<file path="config.mk">
export PLATFORM = sky130hd
export DESIGN_NAME = mobility_material_scorer
export DESIGN_NICKNAME = d
export VERILOG_FILES = /design/src/chess_board_pkg.sv /design/src/eval_pkg.sv /design/src/mobility_material_scorer.sv
export SDC_FILE = /design/constraint.sdc
export NUM_CORES = 1
export LEC_CHECK = 0
export BUFFER_PORTS_ARGS = -buffer_cell sky130_fd_sc_hd__buf_4
export CAP_MARGIN = 20
export CORE_UTILIZATION = 40
export DETAILED_ROUTE_END_ITERATION = 10
export SKIP_LAST_GASP = 1
export SLEW_MARGIN = 20
export SYNTH_ARGS = -nofsm -noshare
export SYNTH_HDL_FRONTEND = slang
export SYNTH_SLANG_ARGS = --single-unit
</file>
<file path="constraint.sdc">
create_clock -name clk -period 16.9 [get_ports clk]
set_clock_uncertainty 0.15 [all_clocks]
set_input_delay 0.845 -clock clk [delete_from_list [all_inputs] [get_ports clk]]
set_output_delay 0.845 -clock clk [all_outputs]
set_load 0.05 [all_outputs]
</file>
<file path="src/chess_board_pkg.sv">
package chess_board_pkg;

   localparam int NUM_SQUARES = 64;
   localparam int NUM_RANKS   = 8;
   localparam int NUM_FILES   = 8;

   typedef enum logic [2:0]
   {
      PIECE_EMPTY  = 3'd0,
      PIECE_PAWN   = 3'd1,
      PIECE_KNIGHT = 3'd2,
      PIECE_BISHOP = 3'd3,
      PIECE_ROOK   = 3'd4,
      PIECE_QUEEN  = 3'd5,
      PIECE_KING   = 3'd6
   } piece_kind_e;  // Code 7 is unused and reads as empty

   // One square of the board, seen either as a lookup code or as colour and kind
   typedef union packed
   {
      logic [3:0] raw_code;
      struct packed
      {
         logic        black;
         piece_kind_e kind;
      } fields;
   } piece_u;

   typedef piece_u [NUM_SQUARES-1:0] board_t;  // Index is rank * 8 + file

   typedef logic [5:0] square_t;
   typedef logic [2:0] coord_t;

   // Rank 0 is the White back rank
   function automatic coord_t square_rank(square_t sq);
      return sq[5:3];
   endfunction

   function automatic coord_t square_file(square_t sq);
      return sq[2:0];
   endfunction

endpackage
</file>
<file path="src/eval_pkg.sv">
package eval_pkg;
   import chess_board_pkg::*;

   typedef logic signed [31:0] score_t;
   typedef logic signed [15:0] piece_score_t;  // Enough for a king plus any bonus
   typedef logic [5:0]         pop_t;
   typedef logic [7:0]         class_sum_t;
   typedef logic signed [1:0]  rand_term_t;

   localparam piece_score_t VALUE_PAWN   = 16'sd100;
   localparam piece_score_t VALUE_KNIGHT = 16'sd300;
   localparam piece_score_t VALUE_BISHOP = 16'sd310;
   localparam piece_score_t VALUE_ROOK   = 16'sd500;
   localparam piece_score_t VALUE_QUEEN  = 16'sd900;
   localparam piece_score_t VALUE_KING   = 16'sd20000;

   // Indexed by raw code, the black half carries negated values
   localparam piece_score_t PIECE_VALUE [16] = '{
      '0, VALUE_PAWN, VALUE_KNIGHT, VALUE_BISHOP, VALUE_ROOK, VALUE_QUEEN, VALUE_KING, '0,
      '0, -VALUE_PAWN, -VALUE_KNIGHT, -VALUE_BISHOP, -VALUE_ROOK, -VALUE_QUEEN, -VALUE_KING, '0
   };

   localparam int PAWN_STEP_BONUS = 5;
   localparam int CENTRE_BONUS    = 10;
   localparam int CENTRE_LO       = 2;
   localparam int CENTRE_HI       = 5;

   typedef struct packed
   {
      board_t board;
      logic   white_to_move;
      logic   use_random_bit;
      logic   random_bit;
      pop_t   white_pop;
      pop_t   black_pop;
   } eval_request_t;

   typedef struct packed
   {
      score_t eval;
      score_t material;
      logic   insufficient_material;
   } eval_result_t;

   typedef struct packed
   {
      score_t material;
      score_t positional;
   } pss_out_t;

   typedef struct packed
   {
      score_t mobility;
      logic   insufficient;
   } mob_out_t;

   typedef struct packed
   {
      pop_t       white_pop;
      pop_t       black_pop;
      rand_term_t rand_term;
   } mob_s1_t;

   typedef struct packed
   {
      score_t     white_score;
      score_t     black_score;
      rand_term_t rand_term;
      class_sum_t white_class;
      class_sum_t black_class;
   } mob_s2_t;

   function automatic piece_score_t piece_value(piece_u p);
      return PIECE_VALUE[p.raw_code];
   endfunction

   function automatic piece_score_t square_bonus(piece_u p, square_t sq);
      int           rank;
      int           file;
      piece_score_t bonus;
      rank  = int'(square_rank(sq));
      file  = int'(square_file(sq));
      bonus = '0;
      case (p.fields.kind)
         PIECE_PAWN:
            if (p.fields.black)
               bonus = piece_score_t'(PAWN_STEP_BONUS * (6 - rank));
            else
               bonus = piece_score_t'(PAWN_STEP_BONUS * (rank - 1));
         PIECE_KNIGHT, PIECE_BISHOP:
            if (rank >= CENTRE_LO && rank <= CENTRE_HI && file >= CENTRE_LO && file <= CENTRE_HI)
               bonus = piece_score_t'(CENTRE_BONUS);
         default:
            bonus = '0;
      endcase
      if (p.fields.black)
         bonus = -bonus;
      return bonus;
   endfunction

   // Weight toward the insufficient material test
   function automatic logic [1:0] class_weight(piece_kind_e kind);
      case (kind)
         PIECE_PAWN, PIECE_ROOK, PIECE_QUEEN: return 2'd3;
         PIECE_KNIGHT, PIECE_BISHOP:          return 2'd1;
         default:                             return 2'd0;
      endcase
   endfunction

endpackage

</file>
<file path="src/mobility_material_scorer.sv">
`timescale 1ns/1ps

module mobility_material_scorer
#(
   parameter int POP_WEIGHT = 10
)
(
   input  logic                    clk,
   input  logic                    reset,
   input  logic                    advance,
   input  eval_pkg::eval_request_t req,
   output eval_pkg::mob_out_t      mob
);
   import chess_board_pkg::*;
   import eval_pkg::*;

   mob_s1_t    s1;
   mob_s2_t    s2;
   rand_term_t rand_term_d;
   logic [1:0] s1_white_class [NUM_SQUARES];
   logic [1:0] s1_black_class [NUM_SQUARES];
   class_sum_t white_class_d;
   class_sum_t black_class_d;

   // Tie-break bit counts for the side to move
   always_comb
   begin
      if (!req.use_random_bit)
         rand_term_d = '0;
      else if (req.white_to_move)
         rand_term_d = rand_term_t'({1'b0, req.random_bit});
      else
         rand_term_d = -rand_term_t'({1'b0, req.random_bit});
   end

   always_ff @(posedge clk)
   begin
      if (advance)
      begin
         s1.white_pop <= req.white_pop;
         s1.black_pop <= req.black_pop;
         s1.rand_term <= rand_term_d;
         for (int sq = 0; sq < NUM_SQUARES; sq++)
         begin
            s1_white_class[sq] <= req.board[sq].fields.black ?
                                  2'd0 : class_weight(req.board[sq].fields.kind);
            s1_black_class[sq] <= req.board[sq].fields.black ?
                                  class_weight(req.board[sq].fields.kind) : 2'd0;
         end
      end
   end

   always_comb
   begin
      white_class_d = '0;
      black_class_d = '0;
      for (int sq = 0; sq < NUM_SQUARES; sq++)
      begin
         white_class_d = white_class_d + class_sum_t'(s1_white_class[sq]);
         black_class_d = black_class_d + class_sum_t'(s1_black_class[sq]);
      end
   end

   always_ff @(posedge clk)
   begin
      if (advance)
      begin
         s2.white_score <= score_t'(s1.white_pop) * POP_WEIGHT;
         s2.black_score <= score_t'(s1.black_pop) * POP_WEIGHT;
         s2.rand_term   <= s1.rand_term;
         s2.white_class <= white_class_d;
         s2.black_class <= black_class_d;
      end
   end

   always_ff @(posedge clk)
   begin
      if (reset)
      begin
         mob <= '0;
      end
      else if (advance)
      begin
         mob.mobility     <= s2.white_score - s2.black_score + score_t'(s2.rand_term);
         mob.insufficient <= (s2.white_class == 0 && s2.black_class <= 1) ||
                             (s2.white_class <= 1 && s2.black_class == 0);
      end
   end

endmodule

</file>
==> impl_metrics.ini <==
[clock_network]
htree_levels = 2
clock_path_buffers = 3
clock_latency_ns = 0.55
clkSinkCount = 327
cts_setup_buffers = 0
cts_tree = yes
cts_resized = 0
cts_buffers = 39
path_clk_slew_ns = 0.06
cts_hold_buf = 0
cts_root_buffer = clkbuf_16

[logic_synthesis]
post_synth_and_or_nand_nor_area_fraction = 0.116
synth_cell_type_count = 44
synth_xor_area_frac = 0.00792
synth-edff-count = 306
synth_top_area_cell = edfxtp_1
ys_ff_latch = 327
synth_mux_area_frac = 0.00238
syn_nets = 2303
syn_area_per_cell_sq_um = 12.4
synthTopCellsByArea = edfxtp_1 44%, fa_1 26%, inv_1 7.6%
async_flop_share = 0
ys.flop_type = edfxtp_1
synth-adder-area-share = 0.298
synth_top_family_by_area = adder cells
syn-instance-count = 1693
syn_area_sq_um = 21000
synth_top_cell_area_share = 0.437
synth_compound_area_frac = 0.0375
yosys_warnings = 0
ys_seq_area_frac = 0.457

[min_path]
min_to = s2[17]
hp-class = reg2reg
whs_path_depth = 0
min_from = s1[1]

[sta]
setup_tns_ns = 0
setup_viol = 0
hold_viol = 0
grt_setup_unrepaired = no
worst_slew_pin_slew_ns = 0.957
worst_slack_ns = 9.70
max_freq_mhz = 139
slew_violations = 0
post-route-period-util = 0.426
relSlewSlack = 0.362
finalCriticalPeriod_ns = 7.20

[placement]
place_congestion = 0.811
place_hpwl_um = 36200
place_inst = 2666
pre_cts_slack_ns = 9.66
numPortBuffers = 306

[cells_and_area]
fin_util = 0.491
nNetsFinal = 2637
nFillCells = 4560
syn_to_final_growth_pct = 20.7
drive_gt1_frac = 0.181
fin_cells = 2736

[critical_path]
crit_arrival_ns = 7.35
r2r_end = s2[7]
path_buf_inv = 8
critical_path.cell_chain = fa_1, inv_1, fa_1, inv_1, fa_1, fa_1, inv_1, fa_1, inv_1, fa_1, fa_1, fa_1, inv_1, fa_1, inv_1, ha_1, inv_1, fa_1, inv_1, a21oi_1, o21ai_0, a21oi_1, nand4b_1
cp-end-kind = flip-flop
crit_type = reg2reg
cpMaxStageDelayCell = fa_1
r2r_slack_ns = 9.70
crit_family = adder cells
worst_path_most_repeated_cell = fa_1
worstPathRequired_ns = 17.04
slowest_delay_ns = 0.59
critPathLaunchType = flip-flop
r2r_start = s1_black_class[0][6]
cp_max_fo = 3
r2r_cells = 23

[run_status]
status = complete, no violations

[drt]
viasPerCell = 4.61
routed_wl_um = 44000
routedWlPerCell_um = 16.1
drtIter0Drc = 532
ant_nets = 0
drc = 0
route.vias.total = 12600
first_pass_iters = 5

[global_route]
grt_antenna_before_repair = 1
grt_pass1_wl_um = 70500
grt_pass1_vias = 13400
grt.total_usage = 0.173
grt_max_degree = 78
overflow = 0

[die]
fp.dieW_um = 231
row_count = 83
core_sq_um = 51600
die_y_um = 231
io-pin-count = 307
dieArea_sq_um = 53400
initial_core_util = 0.407

[flow_run]
maxCapViolCount = 0
sequential cells by signal (all words and copies together) (netlist names):
signal,count
mob,21
s1,14
s1_black_class,128
s1_white_class,128
s2,36
cell usage after synthesis, types with 2 or more instances:
library cell,number
a21o_1,18
mux2i_1,5
o21bai_1,2
or4_1,2
nand2b_1,11
a211oi_1,6
nor2_1,80
a21oi_1,80
nand2_1,6
nor3b_1,65
o22ai_1,2
buf_4,12
fa_1,273
a31oi_1,6
o21a_1,2
o21ai_0,6
ha_1,63
edfxtp_1,306
nand4b_1,2
nor2b_1,68
xor2_1,4
clkbuf_1,3
nor3_1,128
and2_1,65
xnor2_1,15
inv_1,424
nor4_1,2
dfxtp_1,21
area by class of cell:
| type | count | area [sq um] | share of cell area |
|---|---|---|---|
| clock buffer | 45 | 1040 | 0.0411 |
| tap | 680 | 851 | 0.0336 |
| antenna | 1 | 2.50 | 0.0000987 |
| multi-input combinational | 925 | 9700 | 0.383 |
| sequential | 327 | 9610 | 0.379 |
| inverter | 424 | 1590 | 0.0628 |
| timing repair buffer | 310 | 2330 | 0.0921 |
| clock inverter | 24 | 221 | 0.00874 |
worst reg2reg max path, delay by kind of cell, from the launching register on:
| family | cells | cell delay (ns) |
|---|---|---|
| fa+ha+maj | 11 | 5.19 |
| flops | 1 | 0.39 |
| simple gates | 1 | 0.17 |
| buf+inv | 8 | 0.52 |
| compound gates | 3 | 0.54 |
worst max-delay path by stage:
stage | from | to | depth (start not counted)
2_1_floorplan | s1_white_class[0][6] | s2[15] | 22
3_3_place_gp | s1_white_class[0][6] | s2[15] | 22
4_1_cts | s1_black_class[0][6] | s2[7] | 23
5_1_grt | s1_black_class[0][6] | s2[7] | 23
6_report | s1_black_class[0][6] | s2[7] | 23
3_5_place_dp | s1_black_class[0][6] | s2[7] | 23
routing by layer:
layer / track usage / wire length, um / up-vias / part of all wire
li1: - / - / 6123 / -
met1: 0.223 / 18700 / 6172 / 0.43
met2: 0.304 / 22700 / 254 / 0.52
met3: 0.0244 / 1770 / 54 / 0.040
met4: 0.0464 / 854 / 0 / 0.019
met5: 0 / 0 / - / 0
metrics by stage:
step | hold slack, ns | cell area (sq um)
after CTS | 0.275 | 25300
after global routing | 0.277 | 25300
after global placement | 0.256 | 24100
final | 0.271 | 25300
after floorplan | 0.250 | 21000
after detailed placement | 0.270 | 24100
layout by cell type, fill, tap and decap left out, drive strengths merged, types with 4 or more instances in the layout:
cell,Yosys,routed
clkbuf,3,45
mux2i,5,5
a21o,19,19
nor2b,68,68
nand2b,11,11
nor3,128,128
buf,14,310
xor2,4,4
o21ai,7,7
clkinv,0,17
dfxtp,21,21
nor2,80,80
ha,63,63
nor3b,65,65
a31oi,7,7
fa,273,273
inv,424,425
a211oi,6,6
xnor2,15,15
a21oi,80,80
and2,65,65
edfxtp,306,306
bufinv,0,4
nand2,6,6
cells by family after synthesis:
family / after synthesis
buffers and inverters: 441
muxes: 5
adders and majority gates: 336
xor gates and xnor gates: 19
DFF: 327
AOI/OAI and AO/OA: 131
and+or+nand+nor: 434
Power is left out: the tool's default activity adds up to more than one toggle a clock period on the data nets, which glitch-free logic cannot reach.
