**config.mk**
```make
export PLATFORM = sky130hd
export DESIGN_NAME = eval_combiner
export DESIGN_NICKNAME = d
export VERILOG_FILES = /design/src/chess_board_pkg.sv /design/src/eval_pkg.sv /design/src/eval_combiner.sv
export SDC_FILE = /design/constraint.sdc
export NUM_CORES = 1
export LEC_CHECK = 0
export BUFFER_PORTS_ARGS = -buffer_cell sky130_fd_sc_hd__buf_2
export CELL_PAD_IN_SITES_DETAIL_PLACEMENT = 1
export CELL_PAD_IN_SITES_GLOBAL_PLACEMENT = 2
export CORE_ASPECT_RATIO = 0.8
export CORE_MARGIN = 2
export CORE_UTILIZATION = 29
export CTS_CLUSTER_SIZE = 40
export DETAILED_ROUTE_END_ITERATION = 12
export GPL_ROUTABILITY_DRIVEN = 0
export PLACE_DENSITY = 0.9
export SYNTH_ARGS = -nofsm -noshare
export SYNTH_HDL_FRONTEND = slang
export SYNTH_SLANG_ARGS = --single-unit
```
**constraint.sdc**
```tcl
create_clock -name clk -period 3 [get_ports clk]
set_clock_uncertainty 0.05 [all_clocks]
set_input_delay 0.3 -clock clk [delete_from_list [all_inputs] [get_ports clk]]
set_output_delay 0.3 -clock clk [all_outputs]
set_load 0.1 [all_outputs]
```
**src/chess_board_pkg.sv**
```systemverilog
package chess_board_pkg;

   localparam int NUM_SQUARES = 64;
   localparam int NUM_RANKS   = 8;
   localparam int NUM_FILES   = 8;

   typedef enum logic [2:0]
   {
      PIECE_EMPTY  = 3'd0,
      PIECE_PAWN   = 3'd1,
      PIECE_KNIGHT = 3'd2,
      PIECE_BISHOP = 3'd3,
      PIECE_ROOK   = 3'd4,
      PIECE_QUEEN  = 3'd5,
      PIECE_KING   = 3'd6
   } piece_kind_e;  // Code 7 is unused and reads as empty

   // One square of the board, seen either as a lookup code or as colour and kind
   typedef union packed
   {
      logic [3:0] raw_code;
      struct packed
      {
         logic        black;
         piece_kind_e kind;
      } fields;
   } piece_u;

   typedef piece_u [NUM_SQUARES-1:0] board_t;  // Index is rank * 8 + file

   typedef logic [5:0] square_t;
   typedef logic [2:0] coord_t;

   // Rank 0 is the White back rank
   function automatic coord_t square_rank(square_t sq);
      return sq[5:3];
   endfunction

   function automatic coord_t square_file(square_t sq);
      return sq[2:0];
   endfunction

endpackage
```
**src/eval_pkg.sv**
```systemverilog
package eval_pkg;
   import chess_board_pkg::*;

   typedef logic signed [31:0] score_t;
   typedef logic signed [15:0] piece_score_t;  // Enough for a king plus any bonus
   typedef logic [5:0]         pop_t;
   typedef logic [7:0]         class_sum_t;
   typedef logic signed [1:0]  rand_term_t;

   localparam piece_score_t VALUE_PAWN   = 16'sd100;
   localparam piece_score_t VALUE_KNIGHT = 16'sd300;
   localparam piece_score_t VALUE_BISHOP = 16'sd310;
   localparam piece_score_t VALUE_ROOK   = 16'sd500;
   localparam piece_score_t VALUE_QUEEN  = 16'sd900;
   localparam piece_score_t VALUE_KING   = 16'sd20000;

   // Indexed by raw code, the black half carries negated values
   localparam piece_score_t PIECE_VALUE [16] = '{
      '0, VALUE_PAWN, VALUE_KNIGHT, VALUE_BISHOP, VALUE_ROOK, VALUE_QUEEN, VALUE_KING, '0,
      '0, -VALUE_PAWN, -VALUE_KNIGHT, -VALUE_BISHOP, -VALUE_ROOK, -VALUE_QUEEN, -VALUE_KING, '0
   };

   localparam int PAWN_STEP_BONUS = 5;
   localparam int CENTRE_BONUS    = 10;
   localparam int CENTRE_LO       = 2;
   localparam int CENTRE_HI       = 5;

   typedef struct packed
   {
      board_t board;
      logic   white_to_move;
      logic   use_random_bit;
      logic   random_bit;
      pop_t   white_pop;
      pop_t   black_pop;
   } eval_request_t;

   typedef struct packed
   {
      score_t eval;
      score_t material;
      logic   insufficient_material;
   } eval_result_t;

   typedef struct packed
   {
      score_t material;
      score_t positional;
   } pss_out_t;

   typedef struct packed
   {
      score_t mobility;
      logic   insufficient;
   } mob_out_t;

   typedef struct packed
   {
      pop_t       white_pop;
      pop_t       black_pop;
      rand_term_t rand_term;
   } mob_s1_t;

   typedef struct packed
   {
      score_t     white_score;
      score_t     black_score;
      rand_term_t rand_term;
      class_sum_t white_class;
      class_sum_t black_class;
   } mob_s2_t;

   function automatic piece_score_t piece_value(piece_u p);
      return PIECE_VALUE[p.raw_code];
   endfunction

   function automatic piece_score_t square_bonus(piece_u p, square_t sq);
      int           rank;
      int           file;
      piece_score_t bonus;
      rank  = int'(square_rank(sq));
      file  = int'(square_file(sq));
      bonus = '0;
      case (p.fields.kind)
         PIECE_PAWN:
            if (p.fields.black)
               bonus = piece_score_t'(PAWN_STEP_BONUS * (6 - rank));
            else
               bonus = piece_score_t'(PAWN_STEP_BONUS * (rank - 1));
         PIECE_KNIGHT, PIECE_BISHOP:
            if (rank >= CENTRE_LO && rank <= CENTRE_HI && file >= CENTRE_LO && file <= CENTRE_HI)
               bonus = piece_score_t'(CENTRE_BONUS);
         default:
            bonus = '0;
      endcase
      if (p.fields.black)
         bonus = -bonus;
      return bonus;
   endfunction

   // Weight toward the insufficient material test
   function automatic logic [1:0] class_weight(piece_kind_e kind);
      case (kind)
         PIECE_PAWN, PIECE_ROOK, PIECE_QUEEN: return 2'd3;
         PIECE_KNIGHT, PIECE_BISHOP:          return 2'd1;
         default:                             return 2'd0;
      endcase
   endfunction

endpackage

```
**src/eval_combiner.sv**
```systemverilog
`timescale 1ns/1ps

module eval_combiner
(
   input  logic                   clk,
   input  logic                   reset,
   input  logic                   req_valid,
   input  logic                   res_ready,
   input  eval_pkg::pss_out_t     pss,
   input  eval_pkg::mob_out_t     mob,
   output logic                   advance,
   output logic                   res_valid,
   output eval_pkg::eval_result_t res
);
   import eval_pkg::*;

   localparam int DEPTH = 4;

   logic [DEPTH-1:0] valid_chain;  // Stages 1 to 3, then the output register
   logic             stage3_valid;
   score_t           eval_d;

   assign res_valid    = valid_chain[DEPTH-1];
   assign stage3_valid = valid_chain[DEPTH-2];

   // Every stage holds while a finished result waits for the consumer
   assign advance = ~res_valid | res_ready;

   always_ff @(posedge clk)
   begin
      if (reset)
      begin
         valid_chain <= '0;
      end
      else if (advance)
      begin
         valid_chain <= {valid_chain[DEPTH-2:0], req_valid};
      end
   end

   // A drawn material class scores as level
   always_comb
   begin
      if (mob.insufficient)
         eval_d = '0;
      else
         eval_d = pss.positional + mob.mobility;
   end

   always_ff @(posedge clk)
   begin
      if (advance && stage3_valid)
      begin
         res.eval                  <= eval_d;
         res.material              <= pss.material;
         res.insufficient_material <= mob.insufficient;
      end
   end

endmodule

```
==> out/metrics.yaml, run 1 <==
die:
  coreArea_um2: 13500
  row_count: 38
  ios: 168
  die-area_um2: 14710
  initial_core_util_pct: 29.53
  die_w_um: 135.1
  die_h_um: 108.9
clock_network:
  cts.clk_slew.worst_paths_ns: 0.05
  clock_sinks: 69
  cts_setup_buffers: 0
  htreeDepth: 3
  cts_root_buffer: "clkbuf_16"
  clk_latency_ns: 0.32
  cts.path.max_buffers: 2
  post_cts_resized: 0
  cts_tree: "done"
  holdBufCountCts: 0
  numCtsBuffers: 9
min_path:
  hp-start: "pss[60]"
  worstHoldPathCells: 1
  min_to: "res[29]"
  min_path_type: "in -> reg"
placed_design:
  io_buffers: 167
  dp.final_hpwl_um: 9066
  dp.cells: 701
synth:
  synth_enable_flop_cells: 65
  ys_warn_count: 0
  synth_area_per_cell_um2: 10.90
  synth_cell_types: 49
  synthesis.area_um2: 3988
  syn-instance-count: 366
  synth_ff_type: "edfxtp_1"
  synth_nets: 499
  yosysSeqAreaShare_pct: 50.96
  async_flop_share_pct: 0
  ys_ff_latch: 69
global_routing:
  grt_max_degree: 66
  grt_pass1_vias: 3404
  grt_pass1_wl_um: 17350
  antenna_found_initial: 0
  grt_overflow_total: 0
  grt_usage_pct: 15.14
route:
  highest_layer: "met4"
  drt-total-wl_um: 11290
  via_per_inst: 4.753
  first_pass_iters: 4
  drt-met1-wl_um: 5212
  route.detailed.drc: 0
  post_drt_wl_per_cell_um: 15.75
  ant_nets: 0
  vias: 3408
  dr.first_iter.drc_count: 138
  wl_met2_um: 5214
  wl_met3_um: 721
setup_path:
  reg2reg_depth: 3
  reg2reg_to: "res[49]"
  cp-start-kind: "input port"
  r2r_start: "valid_chain[3]"
  path_max_fanout: 6
  crit_type: "in -> reg"
  reg2reg_slack_ns: 1.18
  crit_arrival_ns: 2.51
  cp-end-kind: "flip-flop"
  critPathRequiredTime_ns: 2.99
timing:
  worst_pin_slew_ns: 0.8709
  relSlewSlack_pct: 41.94
  fin_crit_sh_pct: 83.75
  setup_viol: 0
  drv_slew: 0
  hold_violations: 0
  setup_tns_ns: 0
  rsz0062_at_grt: "no"
  fmax_mhz: 398.0
  post-route-min-period_ns: 2.513
power:
  power.density_nw_per_um2: 541.9
  leakagePower_nw: 2.248
  ir_drop_mv: 0.2695
  p_total_mw: 2.883
finish:
  antenna-diode-count: 0
  syn2layout_area_growth_pct: 33.45
  drive_above_1_share_pct: 37.06
  final_nets: 665
  fin_cells: 717
run_status:
  outcome: "finished, final reports clean"
run:
  cap_violations: 0
## how the worst max path moves through the flow
stage / endpoint / start / cells past startpoint
5_1_grt: res[64] / pss[12] / 9
2_1_floorplan: res[0] / valid_chain[3] / 3
4_1_cts: res[63] / pss[0] / 10
6_report: res[63] / pss[0] / 10
3_5_place_dp: res[63] / pss[0] / 10
3_3_place_gp: res[63] / pss[0] / 10
## cell usage in the layout, fill, tap and decap left out, types with 4 or more instances in the layout
| master | Yosys | final |
|---|---|---|
| buf_2 | 0 | 167 |
| xnor2_1 | 9 | 9 |
| nand2_1 | 27 | 27 |
| dfxtp_1 | 4 | 4 |
| o21bai_1 | 4 | 4 |
| o21ai_0 | 18 | 18 |
| nor2_1 | 45 | 45 |
| and3_1 | 5 | 5 |
| inv_1 | 9 | 9 |
| o21a_1 | 6 | 6 |
| nor2b_1 | 5 | 5 |
| nand4_1 | 8 | 8 |
| o211ai_1 | 7 | 7 |
| nand3_1 | 5 | 5 |
| xor2_1 | 18 | 18 |
| edfxtp_1 | 65 | 65 |
| a21oi_1 | 38 | 38 |
| clkbuf_16 | 0 | 9 |
| ha_1 | 31 | 31 |
| nor3_1 | 6 | 6 |
## flip-flops by register name (all words and copies together), names as in the netlist
signal,flops
res,65
valid_chain,4
## metrics by stage
stage | hold slack (ns) | utilization [%] | setup WS, ns | cell area, um^2
finish | 0.09774 | 39.41 | 0.4875 | 5321
global route | 0.08647 | 39.41 | 0.3152 | 5321
CTS | 0.08543 | 39.41 | 0.4585 | 5321
detailed placement | 0.4009 | 37.06 | 0.1197 | 5005
global placement | 0.3871 | 37.06 | 0.1157 | 5005
floorplan | 0.3191 | - | 0.2690 | 3990
## routing by layer
layer  vias up  global-route usage, %
met5         -                      0
met4         0                  4.911
met3        10                  2.975
met2       120                  25.60
met1      1584                  19.61
li1       1694                      -
## logic make-up after synthesis
kind of cell,Yosys count,share of synthesized area (%)
muxes,2,0.5648
and+or+nand+nor,114,13.43
xor gates and xnor gates,27,5.930
DFF,69,50.96
AOI/OAI and AO/OA,99,16.50
buffers and inverters,23,2.384
adders and majority gates,32,10.23
## power breakdown
part / total, mW / switching, mW / internal [mW]
Combinational: 0.672 / 0.438 / 0.234
Sequential: 1.10 / 0.00604 / 1.09
Clock: 1.11 / 0.389 / 0.726
Total: 2.88 / 0.833 / 2.05
## critical path, stage by stage
cell and delay (ns):
buf_2 0.10, ha_1 0.24, fa_1 0.43, a21o_2 0.25, a221oi_2 0.34, or4_4 0.22, a31oi_4 0.11, a21oi_1 0.27
xor2_1 0.17, nor2_1 0.06
## synth_stat cells, types with 2 or more instances
master     n  share of area (%)
dfxtp_1    4                2.0
nand3_1    5               0.63
inv_1      9               0.85
a211oi_1   2               0.38
or4_1      2               0.38
edfxtp_1  65                 49
xnor2_1    9                2.0
a31oi_1    3               0.47
o21ai_0   18                2.3
nand2_1   27                2.5
clkbuf_1  12                1.1
o21bai_1   4               0.75
a21o_1     3               0.56
and3_1     5               0.78
o21a_1     6                1.1
ha_1      31                9.7
a21o_2     3               0.66
nand4_1    8                1.3
o211ai_1   7                1.3
a21oi_1   38                4.8
a21boi_0   2               0.38
nor2_1    45                4.2
and2_1     4               0.63
xor2_1    18                4.0
nor2b_1    5               0.78
mux2_2     2               0.56
nor3_1     6               0.75
nand2b_1   2               0.31
## layout make-up
class                           count  area (um^2)
Fill cell                        1580         8182
Tap cell                          180        225.2
Inverter                            9        33.78
Clock buffer                       10        229.0
Sequential cell                    69         2032
Multi-Input combinational cell    274         1863
Clock inverter                      6        87.58
Timing Repair Buffer              169        850.8
Note: power is estimated with default switching activity, not from simulation.
==> inputs of run 2 (changes only) <==
clock period = 2.6 ns   (was 3 ns; I/O delays follow)
==> out/metrics.yaml, run 2 (synthesized netlist as in run 1, its figures left out) <==
run_status:
  outcome: "finished, final reports clean"
clock_network:
  cts.clk_slew.worst_paths_ns: 0.06  # about the same
  cts_root_buffer: "clkbuf_16"
  clock_sinks: 69  # unchanged
  htreeDepth: 3  # unchanged
  holdBufCountCts: 0  # unchanged
  post_cts_resized: 0  # unchanged
  numCtsBuffers: 9  # unchanged
  clk_latency_ns: 0.33  # about the same
  cts.path.max_buffers: 2  # unchanged
  cts_tree: "done"
  cts_setup_buffers: 0  # unchanged
route:
  drt-total-wl_um: 12040  # +6.6%
  post_drt_wl_per_cell_um: 16.14  # +2.5%
  ant_nets: 0  # unchanged
  dr.first_iter.drc_count: 173  # +25%
  vias: 3617  # +6.1%
  route.detailed.drc: 0  # unchanged
  via_per_inst: 4.849  # +2.0%
  first_pass_iters: 4  # unchanged
global_routing:
  grt_pass1_wl_um: 19130  # +10%
  grt_pass1_vias: 3881  # +14%
  grt_max_degree: 66  # unchanged
  grt_usage_pct: 16.53  # +1.4 points
  grt_overflow_total: 0  # unchanged
  antenna_found_initial: 0  # unchanged
finish:
  largest_registers: "res: 65 flops, valid_chain: 4 flops"
  layout_commonest_cell: "buf_2"
  top_register: "res"
  final_cell_area_um2: 5550  # +4.3%
  largest_register_ff_count: 65  # unchanged
  antenna-diode-count: 0  # unchanged
  final_cell_mix: "buf_2 (167), edfxtp_1 (65), nor2_1 (45)"
  drive_above_1_share_pct: 40.64  # +3.6 points
  syn2layout_area_growth_pct: 39.19
  final_nets: 694  # +4.4%
die:
  die_h_um: 108.9  # unchanged
  die-area_um2: 14710  # unchanged
  row_count: 38  # unchanged
  initial_core_util_pct: 29.53  # unchanged
  die_w_um: 135.1  # unchanged
  ios: 168  # unchanged
  coreArea_um2: 13500  # unchanged
run:
  cap_violations: 0  # unchanged
setup_path:
  critPathRequiredTime_ns: 2.63  # -0.36 ns
  slowest_stage: "o21bai_1"
  crit_type: "in -> reg"
  critPathTopFamily: "compound AO/OA/AOI/OAI gates"
  cp-start-kind: "input port"
  path_cells: "buf_2 > ha_1 > o211ai_1 > o21bai_1 > o21ai_2 > a211oi_2 > o21ai_1 > o21ai_0 > mux2_2"
  worst-path-buf-inv: 1  # unchanged
  crit_arrival_ns: 2.46  # -0.05 ns
  path_max_fanout: 4  # -2
  cpPeakStageDelay_ns: 0.39  # -0.04 ns
  cp-end-kind: "flip-flop"
timing:
  worst_pin_slew_ns: 0.8850  # +0.01403 ns
  fmax_mhz: 412.3
  setup_viol: 0  # unchanged
  rsz0062_at_grt: "no"
  post-route-min-period_ns: 2.426
  hold_violations: 0  # unchanged
  setup_tns_ns: 0  # unchanged
  relSlewSlack_pct: 41.00  # -0.94 points
  fin_crit_sh_pct: 93.29
  drv_slew: 0  # unchanged
power:
  leakagePower_nw: 2.396  # +6.6%
  power.density_nw_per_um2: 618.5  # +14%
  ir_drop_mv: 0.2643  # -1.9%
  p_total_mw: 3.433  # +19%
min_path:
  min_path_type: "in -> reg"
placed_design:
  dp.final_hpwl_um: 9845  # +8.6%
  place_area_um2: 5228  # +4.4%
  io_buffers: 167  # unchanged
[run 2: cell type report]
cell class	count	area [um^2]
fillers	1542	7953
flip-flops and latches	69	2033
multi-input cells	274	1863
repair buffers	198	1069
clock buffers	9	225.2
well taps	180	225.2
clock inverters	7	97.59
inverters	9	37.54
[run 2: power breakdown]
group / internal, mW / total [mW] / switching [mW]
Clock: 0.845 / 1.33 / 0.484
Sequential: 1.26 / 1.27 / 0.00741
Combinational: 0.316 / 0.838 / 0.522
Total: 2.42 / 3.43 / 1.01
[run 2: path summary, 6_finish.rpt]
| path | slack [ns] | cells past startpoint | startpoint | end |
|---|---|---|---|---|
| max | 0.17 | 9 | pss[4] | res[64] |
| min | 0.05 | 1 | pss[35] | res[4] |
| max reg2reg | 0.75 | 3 | valid_chain[3] | res[37] |
| min reg2reg | 0.42 | 2 | valid_chain[0] | valid_chain[0] |
[run 2: worst register-to-register path, stage by stage, from the launching register on]
cell and delay, ns:
dfxtp_2 0.32, nor2b_1 0.39, clkinvlp_4 0.25, and2_4 0.44
[run 2: per-layer routing]
metal | global-route usage [%] | wire length (um) | share of wire [%]
met1 | 20.81 | 5325 | 44
met2 | 28.61 | 5724 | 48
met3 | 2.557 | 749 | 6.2
met4 | 6.696 | 238 | 2.0
met5 | 0 | 0 | 0
[run 2: per-stage QoR]
step | worst slack, ns | hold WS, ns | utilization, % | std cells
2_1_floorplan | 0.07159 | 0.2750 | - | 366
3_3_place_gp | -0.09392 | 0.3864 | 38.71 | 730
3_5_place_dp | -0.1313 | 0.3893 | 38.71 | 730
4_1_cts | 0.2137 | 0.04612 | 41.10 | 746
5_1_grt | 0.05508 | 0.03862 | 41.10 | 746
6_report | 0.1744 | 0.05494 | 41.10 | 746
